[src/logic/scpu_defs.svh]
`ifndef SCPU_DEFS_SVH
`define SCPU_DEFS_SVH

`define SCPU_XLEN      64
`define SCPU_ILEN      32
`define SCPU_RA_W      5
`define SCPU_NREGS     32
`define SCPU_RESET_PC  64'h0

`define SCPU_OP_LOAD   7'b0000011
`define SCPU_OP_STORE  7'b0100011
`define SCPU_OP_BRANCH 7'b1100011
`define SCPU_OP_JAL    7'b1101111
`define SCPU_OP_JALR   7'b1100111
`define SCPU_OP_LUI    7'b0110111
`define SCPU_OP_AUIPC  7'b0010111
`define SCPU_OP_IMM    7'b0010011
`define SCPU_OP_REG    7'b0110011

`define SCPU_F3_BEQ    3'b000
`define SCPU_F3_BNE    3'b001
`define SCPU_F3_BLT    3'b100
`define SCPU_F3_BGE    3'b101
`define SCPU_F3_BLTU   3'b110
`define SCPU_F3_BGEU   3'b111

`endif

[src/logic/scpu_pkg.sv]
`include "scpu_defs.svh"

package scpu_pkg;

    typedef enum logic [3:0] {
        ALU_ADD,
        ALU_SUB,
        ALU_AND,
        ALU_OR,
        ALU_XOR,
        ALU_SLT,
        ALU_SLTU,
        ALU_SLL,
        ALU_SRL,
        ALU_SRA
    } alu_op_e;

    typedef enum logic [1:0] {
        WB_ALU,
        WB_IMM,
        WB_PC4,
        WB_MEM
    } wb_sel_e;

    typedef struct packed {
        logic    reg_write;
        logic    alu_src_imm;  // operand b from imm
        alu_op_e alu_op;
        wb_sel_e wb_sel;
        logic    mem_read;
        logic    mem_write;
        logic    branch;
        logic    jal;
        logic    jalr;
        logic    auipc;
    } ctrl_t;

    typedef struct packed {
        logic [`SCPU_ILEN-1:0] inst;
        logic [`SCPU_XLEN-1:0] pc;
        logic                  valid;
    } ifid_t;

    typedef struct packed {
        ctrl_t                 ctrl;
        logic [`SCPU_XLEN-1:0] pc;
        logic [`SCPU_XLEN-1:0] rs1_val;
        logic [`SCPU_XLEN-1:0] rs2_val;
        logic [`SCPU_XLEN-1:0] imm;
        logic [`SCPU_RA_W-1:0] rs1;
        logic [`SCPU_RA_W-1:0] rs2;
        logic [`SCPU_RA_W-1:0] rd;
        logic [2:0]            funct3;
        logic                  valid;
    } idex_t;

    typedef struct packed {
        logic                  reg_write;
        wb_sel_e               wb_sel;
        logic                  mem_read;
        logic                  mem_write;
        logic [`SCPU_XLEN-1:0] result;      // also the memory address
        logic [`SCPU_XLEN-1:0] store_data;
        logic [`SCPU_XLEN-1:0] imm;
        logic [`SCPU_XLEN-1:0] pc;
        logic [`SCPU_RA_W-1:0] rd;
        logic                  valid;
    } exmem_t;

    typedef struct packed {
        logic                  reg_write;
        wb_sel_e               wb_sel;
        logic [`SCPU_XLEN-1:0] result;
        logic [`SCPU_XLEN-1:0] load_data;
        logic [`SCPU_XLEN-1:0] imm;
        logic [`SCPU_XLEN-1:0] pc;
        logic [`SCPU_RA_W-1:0] rd;
        logic                  valid;
    } memwb_t;

endpackage

[src/logic/scpu_fwd_if.sv]
`include "scpu_defs.svh"

interface scpu_fwd_if;

    logic                  ex_reg_write;  // EX/MEM tap
    logic [`SCPU_RA_W-1:0] ex_rd;
    logic [`SCPU_XLEN-1:0] ex_result;
    logic                  wb_reg_write;  // MEM/WB tap, also the rf write port
    logic [`SCPU_RA_W-1:0] wb_rd;
    logic [`SCPU_XLEN-1:0] wb_data;

    modport ex_src (
        output ex_reg_write,
        output ex_rd,
        output ex_result
    );

    modport wb_src (
        output wb_reg_write,
        output wb_rd,
        output wb_data
    );

    modport sink (
        input ex_reg_write,
        input ex_rd,
        input ex_result,
        input wb_reg_write,
        input wb_rd,
        input wb_data
    );

endinterface

[src/logic/mem_wb_unit.sv]
`include "scpu_defs.svh"

module mem_wb_unit (
    input  logic                  clk,
    input  logic                  rst,
    input  scpu_pkg::exmem_t      exmem,
    input  logic [`SCPU_XLEN-1:0] data_in,
    output logic [`SCPU_XLEN-1:0] addr_out,
    output logic [`SCPU_XLEN-1:0] data_out,
    output logic                  mem_write,
    scpu_fwd_if.wb_src            fwd
);

    scpu_pkg::memwb_t memwb_d, memwb;

    assign addr_out  = exmem.result;
    assign data_out  = exmem.store_data;
    assign mem_write = exmem.valid && exmem.mem_write;

    always_comb begin
        memwb_d           = '0;
        memwb_d.reg_write = exmem.reg_write;
        memwb_d.wb_sel    = exmem.wb_sel;
        memwb_d.result    = exmem.result;
        memwb_d.load_data = exmem.mem_read ? data_in : '0;
        memwb_d.imm       = exmem.imm;
        memwb_d.pc        = exmem.pc;
        memwb_d.rd        = exmem.rd;
        memwb_d.valid     = exmem.valid;
    end

    stage_reg #(.payload_t(scpu_pkg::memwb_t)) u_memwb_reg (
        .clk    (clk),
        .rst    (rst),
        .hold   (1'b0),
        .bubble (1'b0),
        .d      (memwb_d),
        .q      (memwb)
    );

    always_comb begin
        case (memwb.wb_sel)
            scpu_pkg::WB_IMM: fwd.wb_data = memwb.imm;
            scpu_pkg::WB_PC4: fwd.wb_data = memwb.pc + `SCPU_XLEN'd4;
            scpu_pkg::WB_MEM: fwd.wb_data = memwb.load_data;
            default:          fwd.wb_data = memwb.result;
        endcase
    end

    assign fwd.wb_reg_write = memwb.valid && memwb.reg_write;
    assign fwd.wb_rd        = memwb.rd;

endmodule

[src/logic/stage_reg.sv]
module stage_reg #(
    parameter type payload_t = logic
) (
    input  logic     clk,
    input  logic     rst,
    input  logic     hold,
    input  logic     bubble,
    input  payload_t d,
    output payload_t q
);

    // zero payload doubles as the bubble, valid clear
    always_ff @(posedge clk) begin
        if (rst || bubble) begin
            q <= '0;
        end else if (!hold) begin
            q <= d;
        end
    end

endmodule

[src/flat_wrapper.sv]
// flat-port wrapper written by rule: the top's interface ports become plain ports
module mem_wb_unit_flat 
  (clk, rst, exmem, data_in, addr_out, data_out, mem_write, fwd_wb_reg_write, fwd_wb_rd, fwd_wb_data);
  scpu_fwd_if fwd_i ();
  input  logic clk;
  input  logic rst;
  input  scpu_pkg::exmem_t exmem;
  input  logic [`SCPU_XLEN-1:0] data_in;
  output logic [`SCPU_XLEN-1:0] addr_out;
  output logic [`SCPU_XLEN-1:0] data_out;
  output logic mem_write;
  output wire logic [$bits(fwd_i.wb_reg_write)-1:0] fwd_wb_reg_write;
  output wire logic [$bits(fwd_i.wb_rd)-1:0] fwd_wb_rd;
  output wire logic [$bits(fwd_i.wb_data)-1:0] fwd_wb_data;
  assign fwd_wb_reg_write = fwd_i.wb_reg_write;
  assign fwd_wb_rd = fwd_i.wb_rd;
  assign fwd_wb_data = fwd_i.wb_data;
  mem_wb_unit u_core (.clk(clk), .rst(rst), .exmem(exmem), .data_in(data_in), .addr_out(addr_out), .data_out(data_out), .mem_write(mem_write), .fwd(fwd_i));
endmodule
[config.mk]
export PLATFORM = sky130hd
export DESIGN_NAME = mem_wb_unit_flat
export DESIGN_NICKNAME = d
export VERILOG_FILES = /design/src/logic/scpu_pkg.sv /design/src/logic/scpu_fwd_if.sv /design/src/logic/mem_wb_unit.sv /design/src/logic/stage_reg.sv /design/src/flat_wrapper.sv
export VERILOG_INCLUDE_DIRS = /design/src /design/src/logic
export SDC_FILE = /design/constraint.sdc
export NUM_CORES = 1
export LEC_CHECK = 0
export BUFFER_PORTS_ARGS = -buffer_cell sky130_fd_sc_hd__buf_2
export CORE_AREA = 10 10 198 200
export DETAILED_ROUTE_END_ITERATION = 10
export DIE_AREA = 0 0 208 210
export GPL_ROUTABILITY_DRIVEN = 1
export SYNTH_ARGS = -nofsm -noshare
export SYNTH_HDL_FRONTEND = slang
export SYNTH_SLANG_ARGS = --single-unit
[constraint.sdc]
create_clock -name clk -period 4.6 [get_ports clk]
set_input_delay 0.46 -clock clk [delete_from_list [all_inputs] [get_ports clk]]
set_output_delay 0.46 -clock clk [all_outputs]
set_load 0.1 [all_outputs]
==> run_results.csv <==
group,metric,value,unit
critical_path,setup.worst_path.class,"reg2out",
worst_hold_path,min_path_type,"in2reg",
floorplan,io_pins,532,
clock_network,cts_resized,0,
placement,port-buffer-count,403,
placement,dp_slack,1.03,ns
yosys,ys.flop_type,"dfxtp_1",
sta,max_freq,246,MHz
drt,drc_errors,0,
sta,finalHoldViolCount,0,
drt,vias,7928,
finish,top_regs,"u_core.u_memwb_reg.q (265)",
yosys,synth-xor-area-share,0.0465,
yosys,synth_top_family_by_area,"simple AND/OR/NAND/NOR gates",
drt,route.antenna.remaining_nets,0,
yosys,synth-edff-count,0,
floorplan,die_w,208,um
yosys,synthCells,1040,
floorplan,start_util,0.310,
critical_path,end_kind,"primary output",
critical_path,cp.arrival,3.61,ns
worst_hold_path,min_delay_path_depth,2,
pwr,p_per_area,460,nW/um^2
critical_path,crit_required,4.14,ns
drt,viasPerCell,4.44,
floorplan,core_area,35200,um^2
critical_path,cp-start-kind,"register",
yosys,synth.area.mux_share,0.101,
clock_network,cts.reportedPaths.clkPinSlew,0.07,ns
clock_network,hold_buffers,0,
yosys,yosysWarnings,0,
drt,drt_iter0_markers,270,
drt,post_drt_wl_per_cell,20.4,um
clock_network,cts-root-buf,"clkbuf_16",
sta,slew_headroom,0.438,
finish,largest_register,"u_core.u_memwb_reg.q",
global_route,antenna_found_initial,5,
drt,routed_wl,36.4,mm
sta,setup_viol_count_final,0,
sta,maxSlewViolCount,0,
placement,gp_congestion,0.753,
yosys,netlist_area,10900,um^2
yosys,ys_seq_elements,265,
critical_path,crit_path_top_delay_cell,"or4_1",
yosys,synth-seq-area-share,0.485,
yosys,synth-adder-area-share,0.00114,
global_route,gr-total-overflow,0,
sta,grt_setup_unrepaired,"no",
drt,dr.pass1.iters,4,
pwr,power.leakage,0.00591,uW
yosys,synth.avg_cell_area,10.5,um^2
floorplan,rows,69,
critical_path,crit_path_start,"u_core.u_memwb_reg.q[16]",
yosys,synth_compound_area_frac,0.0305,
clock_network,post_cts_buffers,0,
yosys,synth_nets,1374,
global_route,grt_pass1_wl,53.7,mm
sta,setup_slack,0.530,ns
sta,totalNegativeSetupSlack,0,ns
clock_network,cts-buffers-inserted,29,
flow_run,drv_cap,0,
finish,syn2layout_area_growth,24.5,%
clock_network,cts.path.max_buffers,3,
worst_hold_path,hold_start,"data_in[37]",
yosys,synthSimpleGateAreaFrac,0.223,
yosys,synth_cell_type_count,42,
clock_network,cts_tree,"built",
worst_hold_path,hold_end,"u_core.u_memwb_reg.q[171]",
finish,largest_reg_flops,265,
critical_path,critPathMaxStageDelay,0.79,ns
finish,fin_nets,1635,
clock_network,htreeDepth,1,
floorplan,dieArea,43700,um^2
critical_path,path_max_fanout,9,
placement,hpwl,28.1,mm
critical_path,crit_chain,"nand4_4 -> or4_1 -> nor3_4 -> and3_1 -> xor2_1 -> mux4_2 -> buf_2",
finish,layout-drive-gt1-share,0.401,
sta,finalCritPeriodShare,0.885,
floorplan,die_y,210,um
sta,worst_slew_pin_slew,0.843,ns
global_route,grt_max_degree,108,
yosys,ys_async_sr_fraction,0,
global_route,grt_util_all_layers,0.159,
status,status,"finished clean",
sta,finalCriticalPeriod,4.07,ns
clock_network,cts.sinks,265,
global_route,grt_pass1_vias,8783,
pwr,ir_drop,279,uV
-- how the worst max path moves through the flow --
stage	endpoint	slack, ns	depth (start not counted)
6_report	fwd_wb_data[39]	0.53	7
4_1_cts	fwd_wb_data[47]	0.43	7
5_1_grt	fwd_wb_data[47]	0.30	7
2_1_floorplan	fwd_wb_data[48]	0.19	8
3_3_place_gp	fwd_wb_data[47]	1.09	7
3_5_place_dp	fwd_wb_data[47]	1.03	7
-- metrics by stage --
stage	util	std cells	cell area (um^2)	hold slack, ns	total power (uW)
after floorplan	-	1040	10900	0.582	3700
after global placement	0.356	1731	12500	0.660	3710
after detailed placement	0.356	1731	12500	0.662	3710
after CTS	0.387	1783	13600	0.0494	6340
after global routing	0.387	1784	13600	0.0615	6470
final	0.387	1784	13600	0.0837	6260
-- cell families after synthesis --
kind of cell | count (synthesis)
adder cells (fa/ha/maj) | 1
buffers and inverters | 195
AO/OA/AOI/OAI | 57
XOR/XNOR | 58
flip-flops | 265
multiplexers | 63
AND/OR/NAND/NOR | 401
-- layer usage --
metal | routed length, um | vias up | GRT usage
li1 | - | 3834 | -
met2 | 18100 | 311 | 0.282
met1 | 14000 | 3686 | 0.172
met4 | 1320 | 6 | 0.0577
met5 | 50 | - | 0.00111
met3 | 2890 | 91 | 0.0544
-- cell usage in the layout, fill, tap and decap left out, types with 6 or more instances in the layout --
master / n
nand4_1: 19
buf_2: 397
inv_1: 9
mux2i_1: 6
o22ai_1: 21
xor2_1: 27
nor2_1: 15
a21oi_1: 23
bufinv_16: 6
nand2_1: 29
mux2_2: 21
dfxtp_1: 263
nand3_1: 20
nor3_1: 8
xnor2_1: 31
nor2b_1: 205
buf_4: 13
clkbuf_8: 6
clkbuf_16: 31
mux4_2: 36
and3_1: 7
and2_1: 69
-- worst max-delay path: cells and delay by family, from the launching register on --
family        cells  cell delay [ns]
flops             1             0.45
xor+xnor          1             0.22
mux               1             0.27
simple gates      4             1.69
buf+inv           1             0.42
-- power breakdown --
group | internal [uW] | leakage, uW | switching, uW
logic | 302 | 0.00318 | 868
clock network | 1650 | 0.000529 | 959
registers | 2410 | 0.00220 | 64.6
-- layout make-up --
class | instances | area (um^2)
clock inverter | 10 | 210
multi-input combinational | 580 | 4410
tap | 461 | 577
clock buffer | 42 | 877
sequential | 265 | 5310
fill | 3565 | 21600
inverter | 9 | 33.8
antenna | 1 | 2.50
timing repair buffer | 416 | 2200
-- cell usage after synthesis (9+ instances only) --
cell type  instances  area [um^2]
buf_4            133          998
nor2b_1          207         1290
nand3_1           20          100
nand4_1           19          119
o22ai_1           21          131
xnor2_1           31          272
nand2_1           29          109
inv_1              9         33.8
dfxtp_1          265         5310
nor2_1            15         56.3
and2_1            69          432
a21oi_1           23          115
mux4_2            36          811
clkbuf_1          46          173
mux2_2            21          236
xor2_1            27          236
(Power assumes the default switching activity.)
