**config.mk**
```make
export PLATFORM = sky130hd
export DESIGN_NAME = decode_unit_flat
export DESIGN_NICKNAME = d
export VERILOG_FILES = /design/src/logic/scpu_pkg.sv /design/src/logic/scpu_fwd_if.sv /design/src/logic/decode_unit.sv /design/src/logic/reg_file.sv /design/src/logic/stage_reg.sv /design/src/flat_wrapper.sv
export VERILOG_INCLUDE_DIRS = /design/src /design/src/logic
export SDC_FILE = /design/constraint.sdc
export NUM_CORES = 2
export LEC_CHECK = 0
export BUFFER_PORTS_ARGS = -buffer_cell sky130_fd_sc_hd__buf_2
export CAP_MARGIN = 25
export CELL_PAD_IN_SITES_DETAIL_PLACEMENT = 1
export CELL_PAD_IN_SITES_GLOBAL_PLACEMENT = 1
export CORE_AREA = 2 2 670 672
export CTS_BUF_LIST = sky130_fd_sc_hd__clkbuf_2
export DETAILED_ROUTE_END_ITERATION = 8
export DIE_AREA = 0 0 672 674
export PLACE_DENSITY = 0.6
export REMOVE_ABC_BUFFERS = 1
export SLEW_MARGIN = 20
export SYNTH_ARGS = -nofsm -noshare
export SYNTH_HDL_FRONTEND = slang
export SYNTH_SLANG_ARGS = --single-unit
```
**constraint.sdc**
```tcl
create_clock -name clk -period 6.55 [get_ports clk]
set_clock_uncertainty 0.2 [all_clocks]
set_input_delay 0.9825 -clock clk [delete_from_list [all_inputs] [get_ports clk]]
set_output_delay 0.9825 -clock clk [all_outputs]
set_load 0.02 [all_outputs]
```
**src/logic/scpu_defs.svh**
```systemverilog
`ifndef SCPU_DEFS_SVH
`define SCPU_DEFS_SVH

`define SCPU_XLEN      64
`define SCPU_ILEN      32
`define SCPU_RA_W      5
`define SCPU_NREGS     32
`define SCPU_RESET_PC  64'h0

`define SCPU_OP_LOAD   7'b0000011
`define SCPU_OP_STORE  7'b0100011
`define SCPU_OP_BRANCH 7'b1100011
`define SCPU_OP_JAL    7'b1101111
`define SCPU_OP_JALR   7'b1100111
`define SCPU_OP_LUI    7'b0110111
`define SCPU_OP_AUIPC  7'b0010111
`define SCPU_OP_IMM    7'b0010011
`define SCPU_OP_REG    7'b0110011

`define SCPU_F3_BEQ    3'b000
`define SCPU_F3_BNE    3'b001
`define SCPU_F3_BLT    3'b100
`define SCPU_F3_BGE    3'b101
`define SCPU_F3_BLTU   3'b110
`define SCPU_F3_BGEU   3'b111

`endif

```
**src/logic/scpu_pkg.sv**
```systemverilog
`include "scpu_defs.svh"

package scpu_pkg;

    typedef enum logic [3:0] {
        ALU_ADD,
        ALU_SUB,
        ALU_AND,
        ALU_OR,
        ALU_XOR,
        ALU_SLT,
        ALU_SLTU,
        ALU_SLL,
        ALU_SRL,
        ALU_SRA
    } alu_op_e;

    typedef enum logic [1:0] {
        WB_ALU,
        WB_IMM,
        WB_PC4,
        WB_MEM
    } wb_sel_e;

    typedef struct packed {
        logic    reg_write;
        logic    alu_src_imm;  // operand b from imm
        alu_op_e alu_op;
        wb_sel_e wb_sel;
        logic    mem_read;
        logic    mem_write;
        logic    branch;
        logic    jal;
        logic    jalr;
        logic    auipc;
    } ctrl_t;

    typedef struct packed {
        logic [`SCPU_ILEN-1:0] inst;
        logic [`SCPU_XLEN-1:0] pc;
        logic                  valid;
    } ifid_t;

    typedef struct packed {
        ctrl_t                 ctrl;
        logic [`SCPU_XLEN-1:0] pc;
        logic [`SCPU_XLEN-1:0] rs1_val;
        logic [`SCPU_XLEN-1:0] rs2_val;
        logic [`SCPU_XLEN-1:0] imm;
        logic [`SCPU_RA_W-1:0] rs1;
        logic [`SCPU_RA_W-1:0] rs2;
        logic [`SCPU_RA_W-1:0] rd;
        logic [2:0]            funct3;
        logic                  valid;
    } idex_t;

    typedef struct packed {
        logic                  reg_write;
        wb_sel_e               wb_sel;
        logic                  mem_read;
        logic                  mem_write;
        logic [`SCPU_XLEN-1:0] result;      // also the memory address
        logic [`SCPU_XLEN-1:0] store_data;
        logic [`SCPU_XLEN-1:0] imm;
        logic [`SCPU_XLEN-1:0] pc;
        logic [`SCPU_RA_W-1:0] rd;
        logic                  valid;
    } exmem_t;

    typedef struct packed {
        logic                  reg_write;
        wb_sel_e               wb_sel;
        logic [`SCPU_XLEN-1:0] result;
        logic [`SCPU_XLEN-1:0] load_data;
        logic [`SCPU_XLEN-1:0] imm;
        logic [`SCPU_XLEN-1:0] pc;
        logic [`SCPU_RA_W-1:0] rd;
        logic                  valid;
    } memwb_t;

endpackage

```
**src/logic/scpu_fwd_if.sv**
```systemverilog
`include "scpu_defs.svh"

interface scpu_fwd_if;

    logic                  ex_reg_write;  // EX/MEM tap
    logic [`SCPU_RA_W-1:0] ex_rd;
    logic [`SCPU_XLEN-1:0] ex_result;
    logic                  wb_reg_write;  // MEM/WB tap, also the rf write port
    logic [`SCPU_RA_W-1:0] wb_rd;
    logic [`SCPU_XLEN-1:0] wb_data;

    modport ex_src (
        output ex_reg_write,
        output ex_rd,
        output ex_result
    );

    modport wb_src (
        output wb_reg_write,
        output wb_rd,
        output wb_data
    );

    modport sink (
        input ex_reg_write,
        input ex_rd,
        input ex_result,
        input wb_reg_write,
        input wb_rd,
        input wb_data
    );

endinterface

```
**src/logic/decode_unit.sv**
```systemverilog
`include "scpu_defs.svh"

module decode_unit (
    input  logic                  clk,
    input  logic                  rst,
    input  scpu_pkg::ifid_t       ifid,
    input  logic                  redirect,
    output logic                  stall,
    scpu_fwd_if.sink              fwd,
    input  logic [`SCPU_RA_W-1:0] debug_reg_addr,
    output logic [`SCPU_XLEN-1:0] debug_reg_data,
    output scpu_pkg::idex_t       idex
);

    logic [`SCPU_ILEN-1:0] inst;
    logic [6:0]            opcode;
    logic [2:0]            funct3;
    logic [`SCPU_RA_W-1:0] rs1, rs2, rd;
    logic [`SCPU_XLEN-1:0] rs1_val, rs2_val, imm;
    scpu_pkg::ctrl_t       ctrl;
    scpu_pkg::idex_t       idex_d;

    function automatic scpu_pkg::alu_op_e alu_decode(input logic [2:0] f3, input logic alt);
        case (f3)
            3'b000:  return alt ? scpu_pkg::ALU_SUB : scpu_pkg::ALU_ADD;
            3'b001:  return scpu_pkg::ALU_SLL;
            3'b010:  return scpu_pkg::ALU_SLT;
            3'b011:  return scpu_pkg::ALU_SLTU;
            3'b100:  return scpu_pkg::ALU_XOR;
            3'b101:  return alt ? scpu_pkg::ALU_SRA : scpu_pkg::ALU_SRL;
            3'b110:  return scpu_pkg::ALU_OR;
            default: return scpu_pkg::ALU_AND;
        endcase
    endfunction

    assign inst   = ifid.inst;
    assign opcode = inst[6:0];
    assign rd     = inst[11:7];
    assign funct3 = inst[14:12];
    assign rs1    = inst[19:15];
    assign rs2    = inst[24:20];

    always_comb begin
        ctrl = '0;
        if (ifid.valid) begin
            case (opcode)
                `SCPU_OP_LOAD: begin
                    ctrl.reg_write   = 1'b1;
                    ctrl.alu_src_imm = 1'b1;
                    ctrl.wb_sel      = scpu_pkg::WB_MEM;
                    ctrl.mem_read    = 1'b1;
                end
                `SCPU_OP_STORE: begin
                    ctrl.alu_src_imm = 1'b1;
                    ctrl.mem_write   = 1'b1;
                end
                `SCPU_OP_BRANCH: ctrl.branch = 1'b1;
                `SCPU_OP_JAL: begin
                    ctrl.reg_write = 1'b1;
                    ctrl.wb_sel    = scpu_pkg::WB_PC4;
                    ctrl.jal       = 1'b1;
                end
                `SCPU_OP_JALR: begin
                    ctrl.reg_write = 1'b1;
                    ctrl.wb_sel    = scpu_pkg::WB_PC4;
                    ctrl.jalr      = 1'b1;
                end
                `SCPU_OP_LUI: begin
                    ctrl.reg_write = 1'b1;
                    ctrl.wb_sel    = scpu_pkg::WB_IMM;
                end
                `SCPU_OP_AUIPC: begin
                    ctrl.reg_write = 1'b1;
                    ctrl.auipc     = 1'b1;
                end
                `SCPU_OP_IMM: begin
                    ctrl.reg_write   = 1'b1;
                    ctrl.alu_src_imm = 1'b1;
                    ctrl.alu_op      = alu_decode(funct3, inst[30] && funct3 == 3'b101);
                end
                `SCPU_OP_REG: begin
                    ctrl.reg_write = 1'b1;
                    ctrl.alu_op    = alu_decode(funct3, inst[30]);
                end
                default: ctrl = '0;  // unknown opcode runs as a nop
            endcase
        end
    end

    always_comb begin
        case (opcode)
            `SCPU_OP_STORE:
                imm = {{(`SCPU_XLEN-12){inst[31]}}, inst[31:25], inst[11:7]};
            `SCPU_OP_BRANCH:
                imm = {{(`SCPU_XLEN-12){inst[31]}}, inst[7], inst[30:25], inst[11:8], 1'b0};
            `SCPU_OP_LUI, `SCPU_OP_AUIPC:
                imm = {{(`SCPU_XLEN-32){inst[31]}}, inst[31:12], 12'b0};
            `SCPU_OP_JAL:
                imm = {{(`SCPU_XLEN-20){inst[31]}}, inst[19:12], inst[20], inst[30:21], 1'b0};
            default:
                imm = {{(`SCPU_XLEN-12){inst[31]}}, inst[31:20]};
        endcase
    end

    // load in ID/EX feeding the instruction in decode
    assign stall = ifid.valid && idex.valid && idex.ctrl.mem_read && idex.rd != '0
                   && (idex.rd == rs1 || idex.rd == rs2);

    reg_file u_reg_file (
        .clk        (clk),
        .rst        (rst),
        .we         (fwd.wb_reg_write),
        .waddr      (fwd.wb_rd),
        .wdata      (fwd.wb_data),
        .raddr1     (rs1),
        .raddr2     (rs2),
        .rdata1     (rs1_val),
        .rdata2     (rs2_val),
        .debug_addr (debug_reg_addr),
        .debug_data (debug_reg_data)
    );

    always_comb begin
        idex_d         = '0;
        idex_d.ctrl    = ctrl;
        idex_d.pc      = ifid.pc;
        idex_d.rs1_val = rs1_val;
        idex_d.rs2_val = rs2_val;
        idex_d.imm     = imm;
        idex_d.rs1     = rs1;
        idex_d.rs2     = rs2;
        idex_d.rd      = rd;
        idex_d.funct3  = funct3;
        idex_d.valid   = ifid.valid;
    end

    stage_reg #(.payload_t(scpu_pkg::idex_t)) u_idex_reg (
        .clk    (clk),
        .rst    (rst),
        .hold   (1'b0),
        .bubble (stall || redirect),
        .d      (idex_d),
        .q      (idex)
    );

endmodule

```
**src/logic/reg_file.sv**
```systemverilog
`include "scpu_defs.svh"

module reg_file (
    input  logic                  clk,
    input  logic                  rst,
    input  logic                  we,
    input  logic [`SCPU_RA_W-1:0] waddr,
    input  logic [`SCPU_XLEN-1:0] wdata,
    input  logic [`SCPU_RA_W-1:0] raddr1,
    input  logic [`SCPU_RA_W-1:0] raddr2,
    output logic [`SCPU_XLEN-1:0] rdata1,
    output logic [`SCPU_XLEN-1:0] rdata2,
    input  logic [`SCPU_RA_W-1:0] debug_addr,
    output logic [`SCPU_XLEN-1:0] debug_data
);

    logic [`SCPU_XLEN-1:0] regs [`SCPU_NREGS];
    logic                  wr_en;

    assign wr_en = we && waddr != '0;  // x0 stays zero

    always_ff @(posedge clk) begin
        if (rst) begin
            for (int i = 0; i < `SCPU_NREGS; i++) begin
                regs[i] <= '0;
            end
        end else if (wr_en) begin
            regs[waddr] <= wdata;
        end
    end

    // same-cycle write shows through on every read port
    always_comb begin
        rdata1     = (wr_en && raddr1 == waddr) ? wdata : regs[raddr1];
        rdata2     = (wr_en && raddr2 == waddr) ? wdata : regs[raddr2];
        debug_data = (wr_en && debug_addr == waddr) ? wdata : regs[debug_addr];
    end

endmodule

```
**src/logic/stage_reg.sv**
```systemverilog
module stage_reg #(
    parameter type payload_t = logic
) (
    input  logic     clk,
    input  logic     rst,
    input  logic     hold,
    input  logic     bubble,
    input  payload_t d,
    output payload_t q
);

    // zero payload doubles as the bubble, valid clear
    always_ff @(posedge clk) begin
        if (rst || bubble) begin
            q <= '0;
        end else if (!hold) begin
            q <= d;
        end
    end

endmodule

```
**src/flat_wrapper.sv**
```systemverilog
// flat-port wrapper written by rule: the top's interface ports become plain ports
module decode_unit_flat 
  (clk, rst, ifid, redirect, stall, debug_reg_addr, debug_reg_data, idex, fwd_ex_reg_write, fwd_ex_rd, fwd_ex_result, fwd_wb_reg_write, fwd_wb_rd, fwd_wb_data);
  scpu_fwd_if fwd_i ();
  input  logic clk;
  input  logic rst;
  input  scpu_pkg::ifid_t ifid;
  input  logic redirect;
  output logic stall;
  input  logic [`SCPU_RA_W-1:0] debug_reg_addr;
  output logic [`SCPU_XLEN-1:0] debug_reg_data;
  output scpu_pkg::idex_t idex;
  input wire logic [$bits(fwd_i.ex_reg_write)-1:0] fwd_ex_reg_write;
  input wire logic [$bits(fwd_i.ex_rd)-1:0] fwd_ex_rd;
  input wire logic [$bits(fwd_i.ex_result)-1:0] fwd_ex_result;
  input wire logic [$bits(fwd_i.wb_reg_write)-1:0] fwd_wb_reg_write;
  input wire logic [$bits(fwd_i.wb_rd)-1:0] fwd_wb_rd;
  input wire logic [$bits(fwd_i.wb_data)-1:0] fwd_wb_data;
  assign fwd_i.ex_reg_write = fwd_ex_reg_write;
  assign fwd_i.ex_rd = fwd_ex_rd;
  assign fwd_i.ex_result = fwd_ex_result;
  assign fwd_i.wb_reg_write = fwd_wb_reg_write;
  assign fwd_i.wb_rd = fwd_wb_rd;
  assign fwd_i.wb_data = fwd_wb_data;
  decode_unit u_core (.clk(clk), .rst(rst), .ifid(ifid), .redirect(redirect), .stall(stall), .fwd(fwd_i), .debug_reg_addr(debug_reg_addr), .debug_reg_data(debug_reg_data), .idex(idex));
endmodule
```
==> flow_metrics.env <==
export IMPL_run_status="completed"
export IMPL_smallest_hold_slack_ps=89.92
export IMPL_detailroute_wirelength_met3_um=64700
export IMPL_switching_share=0.3169
export IMPL_cts_tree="built"
export IMPL_largest_net_degree_at_the_start_of_global_routing=124
export IMPL_timing_critical_path_buf_inv=1
export IMPL_post_synthesis_register_bit_count=2305
export IMPL_share_comb_of_total_power=0.178
export IMPL_tritoncts_buffer_count=641
export IMPL_critPathRequiredTime_ps=5370
export IMPL_path_delay_family="compound AO/OA/AOI/OAI gates"
export IMPL_worst_setup_path_type="flop to output port"
export IMPL_chipWidth_um=672
export IMPL_post_synth_num_cell_types=57
export IMPL_synth_largest_area_cell="sky130_fd_sc_hd__edfxtp_1"
export IMPL_setup_violations=0
export IMPL_layout_common_cells="2,067 x sky130_fd_sc_hd__and2_1, 2,048 x sky130_fd_sc_hd__edfxtp_1, 1,578 x sky130_fd_sc_hd__mux4_2"
export IMPL_dr_total_vias=97540
export IMPL_proportion_of_power_drawn_by_flip_flops_and_latches=0.492
export IMPL_max_cap_viol=0
export IMPL_period_needed_ps=6135
export IMPL_violation_count_after_the_first_detailed_route_iteration=13760
export IMPL_hp_class="input pin to flop"
export IMPL_wl_um=605900
export IMPL_post_route_cells_drive_above_1_share=0.3389
export IMPL_clock_tree_buffer_depth=4
export IMPL_layout_cells_most_common="sky130_fd_sc_hd__and2_1"
export IMPL_timing_critical_path_to_type="output port"
export IMPL_timing_worst_slew_pin_value_ps=1229
export IMPL_internal_power_w=0.02412
export IMPL_top_layer_used_by_detailed_routing="met5"
export IMPL_leakage_power_nw=55.67
export IMPL_most_frequent_cell_on_critical_path="sky130_fd_sc_hd__a211oi_1"
export IMPL_placement_io_buffers=528
export IMPL_total_power_w=0.03531
export IMPL_postCtsSetupRepairBufs=0
export IMPL_met2_length_um=283800
export IMPL_number_of_antenna_violations_at_the_first_check_in_global_routing=93
export IMPL_post_route_drc_count=0
export IMPL_via_count_of_the_first_global_routing_pass=101200
export IMPL_synth_area_per_cell_um2=14.86
export IMPL_postRouteAntennaNets=0
export IMPL_maximum_ir_drop_on_the_vdd_rail_uv=160.3
export IMPL_dpl_cell_area_mm2=0.1431
export IMPL_synth_largest_type_area_fraction=0.4614
export IMPL_yosys_warnings=0
export IMPL_final_core_util=0.3481
export IMPL_grt_first_pass_wirelength_um=826400
export IMPL_route_layer_met1_wl_um=223200
export IMPL_grt_setup_unrepaired="false"
export IMPL_syn_instance_count=8967
export IMPL_cp_slowest_cell="sky130_fd_sc_hd__o21ai_1"
export IMPL_max_stage_delay_ps=930
export IMPL_synth_seq_area_share=0.5000
export IMPL_globalplace_congestion=0.8634
export IMPL_cp_start_kind="flop"
export IMPL_synthFlopType="sky130_fd_sc_hd__edfxtp_1"
export IMPL_dp_hpwl_um=344700
export IMPL_io_pin_count=599
export IMPL_cts_reportedPaths_clkPinSlew_ps=100
export IMPL_overall_global_routing_resource_usage=0.2605
export IMPL_wl_per_cell_um=36.56
export IMPL_cts_root_buffer="sky130_fd_sc_hd__clkbuf_2"
export IMPL_reported_net_switching_power_w=0.01119
export IMPL_slew_violations=0
export IMPL_synth_edff_count=2048
export IMPL_synthArstFlopShare=0
export IMPL_report_final_hold_viol_count=0
export IMPL_std_cell_core_area_mm2=0.4466
export IMPL_synth_area_leaders="sky130_fd_sc_hd__edfxtp_1 46%, sky130_fd_sc_hd__mux4_2 27%, sky130_fd_sc_hd__and2_1 9.7%, sky130_fd_sc_hd__mux2i_1 4.3%, sky130_fd_sc_hd__dfxtp_1 3.9%"
export IMPL_critPathMaxFanout=3
export IMPL_route_detailed_vias_per_inst=5.886
export IMPL_die_y_um=674
export IMPL_clock_insertion_delay_worst_skew_ps=2420
export IMPL_cts_sinks=2305
export IMPL_core_rowCount=246
export IMPL_fmaxAchievable_ghz=0.1630
export IMPL_fin_crit_sh=0.9367
export IMPL_final_cell_area_mm2=0.1555
export IMPL_dr_pass1_iters=6
export IMPL_design_die_area_mm2=0.4529
export IMPL_clock_tree_htree_level_count=6
export IMPL_timing_critical_path_arrival_ps=4950
export IMPL_slew_limit_headroom=0.1804
export IMPL_nets=10310
export IMPL_cp_cell_sequence="mux4_2 -> nor2b_1 -> a211oi_1 -> a211oi_1 -> a21oi_1 -> o21ai_1 -> buf_2"
export IMPL_pwr_share_clk=0.330
export IMPL_netlist_area_mm2=0.1333
export IMPL_flow_area_growth_from_synthesis_pct=16.64
export IMPL_power_density_cell_area_mw_per_mm2=227.1
export IMPL_initial_utilization=0.2984
export IMPL_grt_overflow_total=0
-- per-layer routing --
metal  track usage  vias up
met5             0        -
met4        0.1317       22
met3       0.05998     1567
met2        0.4240     6840
met1        0.3249    51520
li1              -    37590
-- power groups by stage --
stage | logic (W) | clock network (W) | registers, W
after floorplan | 0.00301 | 0 | 0.0175
after global placement | 0.00585 | 0 | 0.0176
after detailed placement | 0.00590 | 0 | 0.0177
after CTS | 0.00619 | 0.0119 | 0.0173
after global routing | 0.00647 | 0.0126 | 0.0175
final | 0.00627 | 0.0117 | 0.0174
-- cells in the mapped netlist, types with 5 or more instances --
cell type	n
sky130_fd_sc_hd__and2_1	2067
sky130_fd_sc_hd__edfxtp_1	2048
sky130_fd_sc_hd__mux4_2	1578
sky130_fd_sc_hd__clkbuf_1	663
sky130_fd_sc_hd__mux2i_1	566
sky130_fd_sc_hd__dfxtp_1	257
sky130_fd_sc_hd__nor3_1	234
sky130_fd_sc_hd__o22ai_1	229
sky130_fd_sc_hd__buf_2	209
sky130_fd_sc_hd__nor2_1	199
sky130_fd_sc_hd__a211oi_1	135
sky130_fd_sc_hd__nand2_1	122
sky130_fd_sc_hd__buf_4	118
sky130_fd_sc_hd__a21oi_1	109
sky130_fd_sc_hd__nor2b_1	69
sky130_fd_sc_hd__o21ai_1	67
sky130_fd_sc_hd__buf_1	50
sky130_fd_sc_hd__o21ai_0	46
sky130_fd_sc_hd__or2_2	33
sky130_fd_sc_hd__a221oi_1	19
sky130_fd_sc_hd__xor2_1	18
sky130_fd_sc_hd__nand3_1	16
sky130_fd_sc_hd__mux2_2	10
sky130_fd_sc_hd__a22oi_1	9
sky130_fd_sc_hd__buf_6	9
sky130_fd_sc_hd__nor4_1	9
sky130_fd_sc_hd__and3_1	8
sky130_fd_sc_hd__nand3b_1	8
sky130_fd_sc_hd__xnor2_1	8
sky130_fd_sc_hd__nand2b_1	5
sky130_fd_sc_hd__or4_1	5
-- sequential cells by signal, summed over array words and instances (netlist names) --
signal                  flops
u_core.u_idex_reg.q       257
u_core.u_reg_file.regs   2048
-- what timing repair did --
| item | 4_1_cts | 5_1_grt |
|---|---|---|
| hold buffers | 550 | 27 |
| endpoints found under the hold margin | 3867 | 737 |
| resized for setup | 0 | 0 |
| endpoints found under the setup margin | 0 | 3 |
-- worst paths after layout --
kind                                          to  slack, ps                                        start  depth (start not counted)
max                           debug_reg_data[61]        410  u_core.u_reg_file.regs[3][61]$_SDFFCE_PN0P_                          7
min          u_core.u_idex_reg.q[209]$_SDFF_PP0_         90                              fwd_wb_data[62]                          5
max reg2reg  u_core.u_idex_reg.q[275]$_SDFF_PP0_       1420            u_core.u_idex_reg.q[4]$_SDFF_PP0_                         11
min reg2reg   u_core.u_idex_reg.q[43]$_SDFF_PP0_        790          u_core.u_idex_reg.q[280]$_SDFF_PP0_                          4
-- per-stage QoR --
step,std cells,setup TNS (ps),setup WS [ps]
finish,16570,0,414.7
global route,16540,0,153.0
CTS,16480,0,163.3
detailed placement,14780,0,1062
global placement,14770,0,1133
floorplan,7977,-460030,-7152
-- worst min-delay path, cell delays in order --
cell                            delay [ps]
sky130_fd_sc_hd__dlygate4sd3_1         560
sky130_fd_sc_hd__buf_2                 140
sky130_fd_sc_hd__dlygate4sd3_1         670
sky130_fd_sc_hd__nor2_1                140
sky130_fd_sc_hd__nor3_1                 50
-- kinds of logic (layout without fill, tap and decap cells) --
group | count (synthesis) | in the layout | share of synthesized area
mux | 2154 | 2154 | 0.3100
xor+xnor | 26 | 26 | 0.001709
compound gates | 637 | 637 | 0.02993
flops | 2305 | 2305 | 0.5000
other cells | 1 | 115 | 0.00002814
simple gates | 2785 | 2785 | 0.1226
buf+inv | 1059 | 2597 | 0.03566
-- final cells by class --
cell class              count  area [um^2]
multi-input cells        5666        62550
diodes                     51        127.6
clock buffers             903         4519
fillers                 46660       291200
inverters                   6        37.54
repair buffers           1443        12480
well taps                5952         7447
flip-flops and latches   2305        66640
clock inverters           245         1642
No activity file was read; power rests on OpenSTA's default activity.
