===== src/logic/scpu_defs.svh =====
`ifndef SCPU_DEFS_SVH
`define SCPU_DEFS_SVH

`define SCPU_XLEN      64
`define SCPU_ILEN      32
`define SCPU_RA_W      5
`define SCPU_NREGS     32
`define SCPU_RESET_PC  64'h0

`define SCPU_OP_LOAD   7'b0000011
`define SCPU_OP_STORE  7'b0100011
`define SCPU_OP_BRANCH 7'b1100011
`define SCPU_OP_JAL    7'b1101111
`define SCPU_OP_JALR   7'b1100111
`define SCPU_OP_LUI    7'b0110111
`define SCPU_OP_AUIPC  7'b0010111
`define SCPU_OP_IMM    7'b0010011
`define SCPU_OP_REG    7'b0110011

`define SCPU_F3_BEQ    3'b000
`define SCPU_F3_BNE    3'b001
`define SCPU_F3_BLT    3'b100
`define SCPU_F3_BGE    3'b101
`define SCPU_F3_BLTU   3'b110
`define SCPU_F3_BGEU   3'b111

`endif


===== src/logic/scpu_pkg.sv =====
`include "scpu_defs.svh"

package scpu_pkg;

    typedef enum logic [3:0] {
        ALU_ADD,
        ALU_SUB,
        ALU_AND,
        ALU_OR,
        ALU_XOR,
        ALU_SLT,
        ALU_SLTU,
        ALU_SLL,
        ALU_SRL,
        ALU_SRA
    } alu_op_e;

    typedef enum logic [1:0] {
        WB_ALU,
        WB_IMM,
        WB_PC4,
        WB_MEM
    } wb_sel_e;

    typedef struct packed {
        logic    reg_write;
        logic    alu_src_imm;  // operand b from imm
        alu_op_e alu_op;
        wb_sel_e wb_sel;
        logic    mem_read;
        logic    mem_write;
        logic    branch;
        logic    jal;
        logic    jalr;
        logic    auipc;
    } ctrl_t;

    typedef struct packed {
        logic [`SCPU_ILEN-1:0] inst;
        logic [`SCPU_XLEN-1:0] pc;
        logic                  valid;
    } ifid_t;

    typedef struct packed {
        ctrl_t                 ctrl;
        logic [`SCPU_XLEN-1:0] pc;
        logic [`SCPU_XLEN-1:0] rs1_val;
        logic [`SCPU_XLEN-1:0] rs2_val;
        logic [`SCPU_XLEN-1:0] imm;
        logic [`SCPU_RA_W-1:0] rs1;
        logic [`SCPU_RA_W-1:0] rs2;
        logic [`SCPU_RA_W-1:0] rd;
        logic [2:0]            funct3;
        logic                  valid;
    } idex_t;

    typedef struct packed {
        logic                  reg_write;
        wb_sel_e               wb_sel;
        logic                  mem_read;
        logic                  mem_write;
        logic [`SCPU_XLEN-1:0] result;      // also the memory address
        logic [`SCPU_XLEN-1:0] store_data;
        logic [`SCPU_XLEN-1:0] imm;
        logic [`SCPU_XLEN-1:0] pc;
        logic [`SCPU_RA_W-1:0] rd;
        logic                  valid;
    } exmem_t;

    typedef struct packed {
        logic                  reg_write;
        wb_sel_e               wb_sel;
        logic [`SCPU_XLEN-1:0] result;
        logic [`SCPU_XLEN-1:0] load_data;
        logic [`SCPU_XLEN-1:0] imm;
        logic [`SCPU_XLEN-1:0] pc;
        logic [`SCPU_RA_W-1:0] rd;
        logic                  valid;
    } memwb_t;

endpackage


===== src/logic/fetch_unit.sv =====
`include "scpu_defs.svh"

module fetch_unit (
    input  logic                  clk,
    input  logic                  rst,
    input  logic                  stall,
    input  logic                  redirect,
    input  logic [`SCPU_XLEN-1:0] redirect_pc,
    output logic [`SCPU_XLEN-1:0] pc,
    input  logic [`SCPU_ILEN-1:0] inst,
    output scpu_pkg::ifid_t       ifid
);

    scpu_pkg::ifid_t ifid_d;

    always_ff @(posedge clk) begin
        if (rst) begin
            pc <= `SCPU_RESET_PC;
        end else if (redirect) begin
            pc <= redirect_pc;
        end else if (!stall) begin
            pc <= pc + `SCPU_XLEN'd4;  // predict not taken
        end
    end

    assign ifid_d = '{inst: inst, pc: pc, valid: 1'b1};

    stage_reg #(.payload_t(scpu_pkg::ifid_t)) u_ifid_reg (
        .clk    (clk),
        .rst    (rst),
        .hold   (stall),
        .bubble (redirect),
        .d      (ifid_d),
        .q      (ifid)
    );

endmodule


===== src/logic/stage_reg.sv =====
module stage_reg #(
    parameter type payload_t = logic
) (
    input  logic     clk,
    input  logic     rst,
    input  logic     hold,
    input  logic     bubble,
    input  payload_t d,
    output payload_t q
);

    // zero payload doubles as the bubble, valid clear
    always_ff @(posedge clk) begin
        if (rst || bubble) begin
            q <= '0;
        end else if (!hold) begin
            q <= d;
        end
    end

endmodule


===== config.mk =====
export PLATFORM = sky130hd
export DESIGN_NAME = fetch_unit
export DESIGN_NICKNAME = d
export VERILOG_FILES = /design/src/logic/scpu_pkg.sv /design/src/logic/fetch_unit.sv /design/src/logic/stage_reg.sv
export VERILOG_INCLUDE_DIRS = /design/src /design/src/logic
export SDC_FILE = /design/constraint.sdc
export NUM_CORES = 1
export LEC_CHECK = 0
export BUFFER_PORTS_ARGS = -buffer_cell sky130_fd_sc_hd__clkbuf_2
export CAP_MARGIN = 25
export CORE_ASPECT_RATIO = 1.25
export CORE_MARGIN = 5
export CORE_UTILIZATION = 35
export CTS_BUF_LIST = sky130_fd_sc_hd__clkbuf_8 sky130_fd_sc_hd__clkbuf_16
export DETAILED_ROUTE_END_ITERATION = 8
export PLACE_DENSITY_LB_ADDON = 0.05
export SYNTH_ARGS = -nofsm -noshare
export SYNTH_HDL_FRONTEND = slang
export SYNTH_SLANG_ARGS = --single-unit

===== constraint.sdc =====
create_clock -name clk -period 3.2 [get_ports clk]
set_clock_uncertainty 0.1 [all_clocks]
set_input_delay 0.48 -clock clk [delete_from_list [all_inputs] [get_ports clk]]
set_output_delay 0.48 -clock clk [all_outputs]
set_load 0.1 [all_outputs]

==> results by group, run 1 <==
Global route
  – Vias in the first global route: between 6000 and 7000
  – Largest net degree at the start of global routing: 98
  – Grt met3 use: 0.05340
  – First-pass GRT wire length: 36.51 mm
  – Initial antenna violation count: 0
  – Busiest grt layer: met2
  – Routing usage on met2: 0.3129
  – Total gr overflow: 0
  – GRT Util Overall: 0.1905
  – GR Util met1: 0.2423

Synth
  – Top_reg_cell synth: dfxtp_1
  – Net count after synthesis: about 900
  – Async SR Flop Fraction: 0
  – Synth Warn #: 0
  – Mean Syn Cell Area: approximately 9.0 µm²
  – Mapped Area: between 7000 and 8000 µm²
  – Seq cells post-synth: ~160
  – Post-synth EDFFs: 0
  – Sequential area share after synthesis: 0.4468
  – Mapped Cells: 802
  – Yosys cell types: 49

Job
  – Max cap viols: 0

Detailed routing
  – Vias: around 6700
  – Post-Route WL: between 20 and 25 mm
  – Residual DRC count: 0
  – WL per Instance: 17.34 µm
  – Final antenna-violating net count: 0
  – Via/cell ratio: between 5 and 6
  – DR iter-0 viols: 208
  – Length of the first detailed-routing pass in iterations: 4

STA
  – Setup TNS: 0 ns
  – Final worst path period need: 2.709 ns
  – Fmax: 0.3691 GHz
  – Worst hold slack: ~0.18 ns
  – Final setup viols: 0
  – Ratio of final minimum period to clock period: 0.8466
  – RSZ-0062 raised after global routing: false
  – Final Max Tran Viols: 0
  – Hold Violations, Final: 0
  – Worst-Margin Slew: about 1 ns
  – Slew HR: 0.3382

Finish
  – Area taken by multi-input logic gates: roughly 3700 µm²
  – # fillers: roughly 2000
  – Most frequent cells in the layout: 259 x clkbuf_2, 158 x dfxtp_1, 157 x nor2_1
  – Reg area: between 3000 and 4000 µm²
  – Area grow syn2layout: 30.66%
  – Finished Layout Cells: ~1300
  – Most common cell after layout, fill and taps aside: clkbuf_2
  – Post-layout util: 0.4656
  – Nets@finish: around 1100
  – Share of layout cells above drive strength 1: 0.3103
  – Antenna diodes: 0

Setup path
  – Worst EP arrival: 2.94 ns
  – CP Launch Point: pc[9]
  – WS Path Type: register to register
  – Terminus of the critical flop-to-flop path: pc[58]
  – Max FO, Critical Path: 10
  – Worst r2r src: pc[9]
  – Crit path launch type: register
  – Worst r2r path cells: 5
  – Worst endpoint required time: ~3.4 ns
  – CP endpoint kind: register
  – Reg-to-reg slack, setup: 0.49 ns

Floorplan
  – Initial Utilization: 0.3563
  – Die extent in x: roughly 140 µm
  – Core Region: around 20000 µm²
  – Rows: between 50 and 60
  – Number of top-level pins: about 260
  – Chip Height: between 150 and 200 µm
  – Die area: 23600 µm²

Clock network
  – Setup bufs post-CTS: 0
  – Root Driver: clkbuf_16
  – Max clock buf depth: 2
  – Post-CTS Hold Fix Bufs: 0
  – CTS Buf Count: 17
  – H-tree Lvls: 4
  – Worst-Skew Late Latency: ~0.43 ns
  – Clock-pin slew on the worst setup and hold paths: ~0.070 ns
  – Count of clock tree sinks: between 150 and 200
  – CTS tree: yes
  – Post_cts resized: 0

Pwr
  – Clk pwr share: 0.390
  – Leakage: roughly 4.1 nW
  – Comb pwr share: 0.203
  – Reg power frac: 0.408
  – Switching Share: 0.3497
  – Switching power total: 1.883 mW
  – Total power draw: 5.384 mW
  – Int Power: ~3.5 mW
  – PwrDens: approximately 570 nW/µm²
  – Maximum VDD drop: about 0.38 mV

Min path
  – Min-Delay Endpoint: u_ifid_reg.q[86]
  – Min-delay src: inst[21]
  – Hold Path Class: input port to register
  – WHS Path Cells: 3

Placement
  – IO buf count: 260
  – Dpl hpwl: between 15 and 20 mm
  – GP Congestion: approximately 0.78
  – Inst Count DP: about 1300

Run status
  – Outcome: finished clean
-- state kept, by name, indices dropped and copies added (netlist names) --
name	flops
pc	64
u_ifid_reg.q	97
-- cells in the mapped netlist, drive strengths merged (2+ instances only) --
master   instances  area (µm²)
a2111oi          8       70.07
a211oi          37       277.8
a21oi           11       55.05
a311oi          11       96.34
and2             7       43.80
and3            13       81.33
and4            11       96.34
and4b            2       20.02
buf              8       31.28
clkbuf          48       180.2
dfxtp          161        3223
inv             13       48.80
mux2i           99       991.0
nand2           37       138.9
nand3           25       142.6
nand3b           3       22.52
nand4           21       137.6
nand4b           2       17.52
nor2           157       589.3
nor3            15       75.07
nor3b            2       15.01
nor4            21       143.9
nor4b            2       17.52
o211a            2       20.02
o21ai            6       30.03
o31ai            6       45.04
or3             12       77.57
or4             12       91.34
or4b             2       20.02
xnor2           28       245.2
xor2            10       87.58
-- worst max-delay path: stages (launching register included) --
cell      delay (ns)
dfxtp_1         0.44
nand3_2         0.19
or4_1           0.59
or4_1           0.58
or4_1           0.45
a311oi_1        0.26
-- worst max-delay path by stage --
stage             end  slack [ns]  cells past startpoint
6_report       pc[58]        0.49                      5
5_1_grt        pc[58]        0.36                      5
2_1_floorplan  pc[62]        0.01                      6
3_5_place_dp   pc[58]        0.46                      6
4_1_cts        pc[58]        0.47                      5
3_3_place_gp   pc[58]        0.53                      6
-- through the flow --
stage               setup WS (ns)  instance area (µm²)
detailed placement         0.4649                 8822
CTS                        0.4693                 9427
floorplan                0.009722                 7218
global placement           0.5282                 8822
global route               0.3606                 9427
finish                     0.4909                 9427
-- cells by family (layout without fill, tap and decap cells) --
| logic type | Yosys count | count (layout) | synth area share |
|---|---|---|---|
| mux | 99 | 99 | 0.1374 |
| compound gates | 86 | 86 | 0.08810 |
| xor+xnor | 38 | 38 | 0.04613 |
| flops | 161 | 161 | 0.4468 |
| buf+inv | 70 | 325 | 0.03659 |
| simple gates | 347 | 347 | 0.2433 |
| fa+ha+maj | 1 | 1 | 0.001734 |
-- metal layers --
layer	vias to the layer above	routed length, µm
met5	-	0
met4	0	514
met3	33	1504
met2	205	10910
met1	3110	10080
li1	3362	-
-- layout make-up --
type                       count  share of cell area
multi-input combinational    571              0.3957
sequential                   161              0.3423
timing repair buffer         279              0.1565
clock buffer                  17             0.04513
tap                          270             0.03584
clock inverter                15             0.01898
inverter                      14            0.005575
-- power by group through the flow --
stage	sequential [mW]	clock (mW)	combinational [mW]
2_1_floorplan	2.83	0	0.255
3_3_place_gp	2.24	0	1.10
3_5_place_dp	2.24	0	1.10
4_1_cts	2.20	2.16	1.10
5_1_grt	2.21	2.23	1.15
6_report	2.19	2.10	1.09
(Power assumes the default switching activity.)
==> run 2: changes to the inputs <==
==> constraint.sdc (replaced) <==
create_clock -name clk -period 2.4 [get_ports clk]
set_clock_uncertainty 0.1 [all_clocks]
set_input_delay 0.36 -clock clk [delete_from_list [all_inputs] [get_ports clk]]
set_output_delay 0.36 -clock clk [all_outputs]
set_load 0.1 [all_outputs]
==> results by group, run 2 (synthesized netlist as in run 1, its figures left out) <==
Run status
  – Outcome: finished clean

Finish
  – Nets@finish: ~1200
  – Max reg flops: 97
  – Area grow syn2layout: 38.97%
  – Largest register by flop count: u_ifid_reg.q
  – Antenna diodes: 0
  – Finished Layout Cells: 1387
  – Share of layout cells above drive strength 1: 0.4038
  – Most common cell after layout, fill and taps aside: clkbuf_2
  – Post-layout util: 0.4952
  – Top Registers: u_ifid_reg.q: 97 flops, pc: 64 flops
  – Most frequent cells in the layout: 259 x clkbuf_2, 157 x nor2_1, 101 x dfxtp_1

STA
  – Slew HR: 0.4782
  – Final Max Tran Viols: 0
  – Final worst path period need: 2.305 ns
  – Fmax: about 0.43 GHz
  – Worst-Margin Slew: just under 0.8 ns
  – Setup TNS: 0 ns
  – Hold Violations, Final: 0
  – Ratio of final minimum period to clock period: 0.9604
  – Final setup viols: 0
  – Worst hold slack: between 0.06 and 0.07 ns

Detailed routing
  – WL per Instance: around 17 µm
  – Residual DRC count: 0
  – Vias: about 7000
  – Length of the first detailed-routing pass in iterations: 4
  – Final antenna-violating net count: 0
  – DR iter-0 viols: around 220
  – Via/cell ratio: 5.038
  – Post-Route WL: 23.69 mm

Min path
  – Hold Path Class: input port to register
  – Min-Delay Endpoint: pc[2]
  – WHS Path Cells: 3
  – Min-delay src: redirect_pc[2]

Global route
  – Vias in the first global route: 6984
  – Initial antenna violation count: 0
  – First-pass GRT wire length: approximately 38 mm
  – Total gr overflow: 0
  – Largest net degree at the start of global routing: about 100
  – GRT Util Overall: 0.1981

Clock network
  – Clock-pin slew on the worst setup and hold paths: approximately 0.07 ns
  – Post-CTS Hold Fix Bufs: 0
  – CTS tree: yes
  – Worst-Skew Late Latency: approximately 0.43 ns
  – CTS Buf Count: 17
  – H-tree Lvls: 4
  – Max clock buf depth: 2
  – Count of clock tree sinks: 161
  – Root Driver: clkbuf_16

Floorplan
  – Initial Utilization: 0.3563
  – Rows: 58
  – Core Region: between 20000 and 25000 µm²
  – Die area: roughly 24000 µm²
  – Chip Height: approximately 170 µm
  – Die extent in x: around 140 µm
  – Number of top-level pins: roughly 260

Setup path
  – WS Path Type: register to register
  – Worst r2r path cells: 5
  – Crit path launch type: register
  – Max FO, Critical Path: 5
  – Reg-to-reg slack, setup: 0.1 ns
  – CP endpoint kind: register
  – Terminus of the critical flop-to-flop path: pc[62]
  – CP Launch Point: pc[7]
  – Worst endpoint required time: 2.63 ns
  – Worst r2r src: pc[7]
  – Worst EP arrival: between 2 and 3 ns

Job
  – Max cap viols: 0

Pwr
  – Switching power total: approximately 2.5 mW
  – Int Power: ~4.5 mW
  – Maximum VDD drop: about 0.45 mV
  – PwrDens: between 600 and 700 nW/µm²
  – Comb pwr share: 0.223
  – Leakage: around 4.4 nW
  – Total power draw: ~7 mW
  – Switching Share: 0.3582
  – Reg power frac: 0.410
  – Clk pwr share: 0.366

Placement
  – IO buf count: between 200 and 300
  – Dpl hpwl: roughly 18 mm
  – Inst Count DP: ~1400
  – GP Congestion: between 0.8 and 0.9
==> run 2: worst max-delay path by stage <==
stage	end
floorplan	pc[58]
global placement	pc[58]
detailed placement	pc[58]
CTS	pc[40]
global route	pc[61]
finish	pc[62]
==> run 2: area by class of cell <==
cell class | instances | area (µm²)
sequential | 161 | 3376
inverter | 14 | 52.55
clock inverter | 15 | 122.6
fill | 2029 | 10220
timing repair buffer | 339 | 1926
clock buffer | 17 | 425.4
multi-input combinational | 571 | 3786
tap | 270 | 337.8
==> run 2: timing repair <==
action                     CTS  global route
setup endpoints to repair    2             5
resized for setup            1             6
pin swaps                    0             1
gates cloned                 0             0
setup buffers                0             3
==> run 2: worst max-delay path: stages (launching register included) <==
cell,delay [ns]
dfxtp_4,0.36
nand3_4,0.07
or4_4,0.54
or4_4,0.48
or4_1,0.44
a311oi_2,0.24
==> run 2: power groups by stage <==
stage | logic [mW] | registers [mW] | clock network, mW
6_report | 1.57 | 2.88 | 2.57
3_3_place_gp | 1.57 | 2.94 | 0
3_5_place_dp | 1.57 | 2.94 | 0
2_1_floorplan | 0.339 | 3.78 | 0
5_1_grt | 1.65 | 2.90 | 2.78
4_1_cts | 1.58 | 2.88 | 2.66
==> run 2: layer usage <==
metal,part of all wire,GRT usage
met5,0,0
met4,0.012,0.04856
met3,0.055,0.04836
met2,0.48,0.3375
met1,0.45,0.2544
==> run 2: per-stage QoR <==
stage / area, µm² / setup slack (ns)
after floorplan: 7398 / -0.1736
after global placement: 9428 / 0.009972
after detailed placement: 9428 / 0.0009122
after CTS: 9980 / 0.0002773
after global routing: 10030 / -0.009461
final: 10030 / 0.09502
==> run 3: changes to the inputs <==
--- a/config.mk
+++ b/config.mk
@@ -14,6 +14,7 @@
 export CTS_BUF_LIST = sky130_fd_sc_hd__clkbuf_8 sky130_fd_sc_hd__clkbuf_16
 export DETAILED_ROUTE_END_ITERATION = 8
 export PLACE_DENSITY_LB_ADDON = 0.05
+export REMOVE_ABC_BUFFERS = 1
 export SYNTH_ARGS = -nofsm -noshare
 export SYNTH_HDL_FRONTEND = slang
 export SYNTH_SLANG_ARGS = --single-unit
==> results by group, run 3 (synthesized netlist as in run 1, its figures left out) <==
Pwr
  – Comb pwr share: 0.221
  – Switching power total: approximately 2.5 mW
  – Int Power: between 4 and 5 mW
  – Clk pwr share: 0.392
  – Reg power frac: 0.387
  – PwrDens: 722.4 nW/µm²
  – Switching Share: 0.3371
  – Leakage: 4.601 nW
  – Total power draw: about 7.4 mW
  – Maximum VDD drop: 0.4889 mV

Finish
  – Finished Layout Cells: roughly 1400
  – Area taken by multi-input logic gates: 3859 µm²
  – Max reg flops: slightly below 100
  – Most common cell after layout, fill and taps aside: clkbuf_2
  – Post-layout util: 0.5054
  – Nets@finish: around 1200
  – Share of layout cells above drive strength 1: 0.3825
  – Reg area: approximately 3200 µm²
  – Top Registers: u_ifid_reg.q: 97 flops, pc: 64 flops
  – Area grow syn2layout: 41.85%
  – Most frequent cells in the layout: 259 x clkbuf_2, 157 x nor2_1, 152 x dfxtp_1
  – Antenna diodes: 0
  – Largest register by flop count: u_ifid_reg.q
  – # fillers: around 2000

Floorplan
  – Core Region: approximately 20000 µm²
  – Initial Utilization: 0.3563
  – Die area: between 20000 and 25000 µm²
  – Rows: 58
  – Die extent in x: between 100 and 150 µm
  – Chip Height: around 170 µm
  – Number of top-level pins: 261

STA
  – Hold Violations, Final: 0
  – Final worst path period need: ~2.3 ns
  – Final Max Tran Viols: 0
  – RSZ-0062 raised after global routing: true
  – Ratio of final minimum period to clock period: 0.9692
  – Worst-Margin Slew: just over 0.8 ns
  – Final setup viols: 0
  – Setup TNS: 0 ns
  – Slew HR: 0.4599
  – PnR worst setup slack: 0.07383 ns
  – Fmax: between 0.4 and 0.5 GHz

Detailed routing
  – Final antenna-violating net count: 0
  – WL per Instance: about 17 µm
  – Via/cell ratio: 4.993
  – DR iter-0 viols: ~330
  – Post-Route WL: 24.16 mm
  – Residual DRC count: 0
  – Vias: 7040
  – Length of the first detailed-routing pass in iterations: 4

Min path
  – Hold Path Class: input port to register
  – Min-delay src: redirect_pc[7]

Clock network
  – CTS Buf Count: 17
  – H-tree Lvls: 4
  – Count of clock tree sinks: 161
  – CTS tree: yes
  – Clock-pin slew on the worst setup and hold paths: ~0.070 ns
  – Setup bufs post-CTS: 0
  – Worst-Skew Late Latency: ~0.42 ns
  – Max clock buf depth: 2
  – Root Driver: clkbuf_16

Job
  – Max cap viols: 0

Placement
  – DP Worst Slack: -0.1177 ns
  – IO buf count: 260
  – Dpl hpwl: between 15 and 20 mm
  – GP Congestion: 0.8142
  – Inst Count DP: around 1400

Global route
  – Vias in the first global route: 6894
  – GRT Util Overall: 0.1993
  – Total gr overflow: 0
  – Largest net degree at the start of global routing: 98
  – First-pass GRT wire length: ~38 mm
  – Initial antenna violation count: 1

Setup path
  – CP Launch Point: pc[15]
  – Cell Chain, Critical Path: nand3_4, or4_4, or4_4, or4_4, a311oi_2
  – CP top delay family: simple AND/OR/NAND/NOR gates
  – CP endpoint kind: register
  – Critical-path top delay cell: or4_4
  – Crit path launch type: register
  – Max FO, Critical Path: 6
  – WS Path Type: register to register
  – Worst r2r src: pc[15]
  – Slowest stage delay, CP: 0.53 ns
  – Buffers plus inverters on the worst setup path: 0
  – CP most frequent cell: or4_4
  – Worst EP arrival: 2.56 ns
  – Worst endpoint required time: about 2.6 ns

Run status
  – Outcome: finished clean
==> run 3: cell types whose count changed in the layout (fill, tap and decap cells not counted), moves of 3 or more <==
cell and delta:
or4_4 +3, bufinv_16 +3, dfxtp_2 -20, dfxtp_1 +51
nor4_1 -7, nor4_2 +6, a2111oi_0 -3, buf_4 +21
dfxtp_4 -31
==> run 3: routing by layer <==
metal / global-route usage / wire length, µm / part of all wire
met1: 0.2414 / 10100 / 0.42
met2: 0.3596 / 12220 / 0.51
met3: 0.05060 / 1618 / 0.067
met4: 0.04125 / 216 / 0.0089
met5: 0 / 0 / 0
==> run 3: repair_timing <==
action	4_1_cts	5_1_grt
hold buffers	0	0
resized for setup	4	32
hold endpoints to repair	0	0
setup endpoints to repair	6	23
pin swaps	0	2
==> run 3: final timing paths <==
| kind | cells past startpoint | end | slack, ns |
|---|---|---|---|
| setup / recovery | 5 | pc[62] | 0.07 |
| hold / removal | 3 | pc[7] | 0.06 |
| setup reg to reg | 5 | pc[62] | 0.07 |
| hold reg to reg | 2 | u_ifid_reg.q[0] | 0.35 |
==> run 3: power groups by stage <==
| stage | sequential (mW) | combinational, mW | clock [mW] |
|---|---|---|---|
| after floorplan | 3.77 | 0.272 | 0 |
| final | 2.86 | 1.64 | 2.90 |
| after global placement | 2.92 | 1.63 | 0 |
| after global routing | 2.87 | 1.72 | 3.07 |
| after detailed placement | 2.92 | 1.63 | 0 |
| after CTS | 2.86 | 1.64 | 2.97 |
==> run 3: tightest hold or removal path, delay by kind of cell <==
family / cells / cell delay, ns
AOI/OAI and AO/OA: 1 / 0.05
buffers and inverters: 1 / 0.08
and+or+nand+nor: 1 / 0.05
==> run 3: area by class of cell <==
class,instances,area share
flip-flops and latches,161,0.3161
clock buffers,19,0.04426
well taps,270,0.03301
inverters,14,0.005135
repair buffers,362,0.2075
multi-input cells,571,0.3771
clock inverters,13,0.01699
==> run 3: per-stage QoR <==
step	cell area, µm²	hold slack, ns
3_3_place_gp	9467	0.3385
2_1_floorplan	7003	0.3291
4_1_cts	10100	0.04440
5_1_grt	10230	0.06046
6_report	10230	0.06034
3_5_place_dp	9467	0.3460
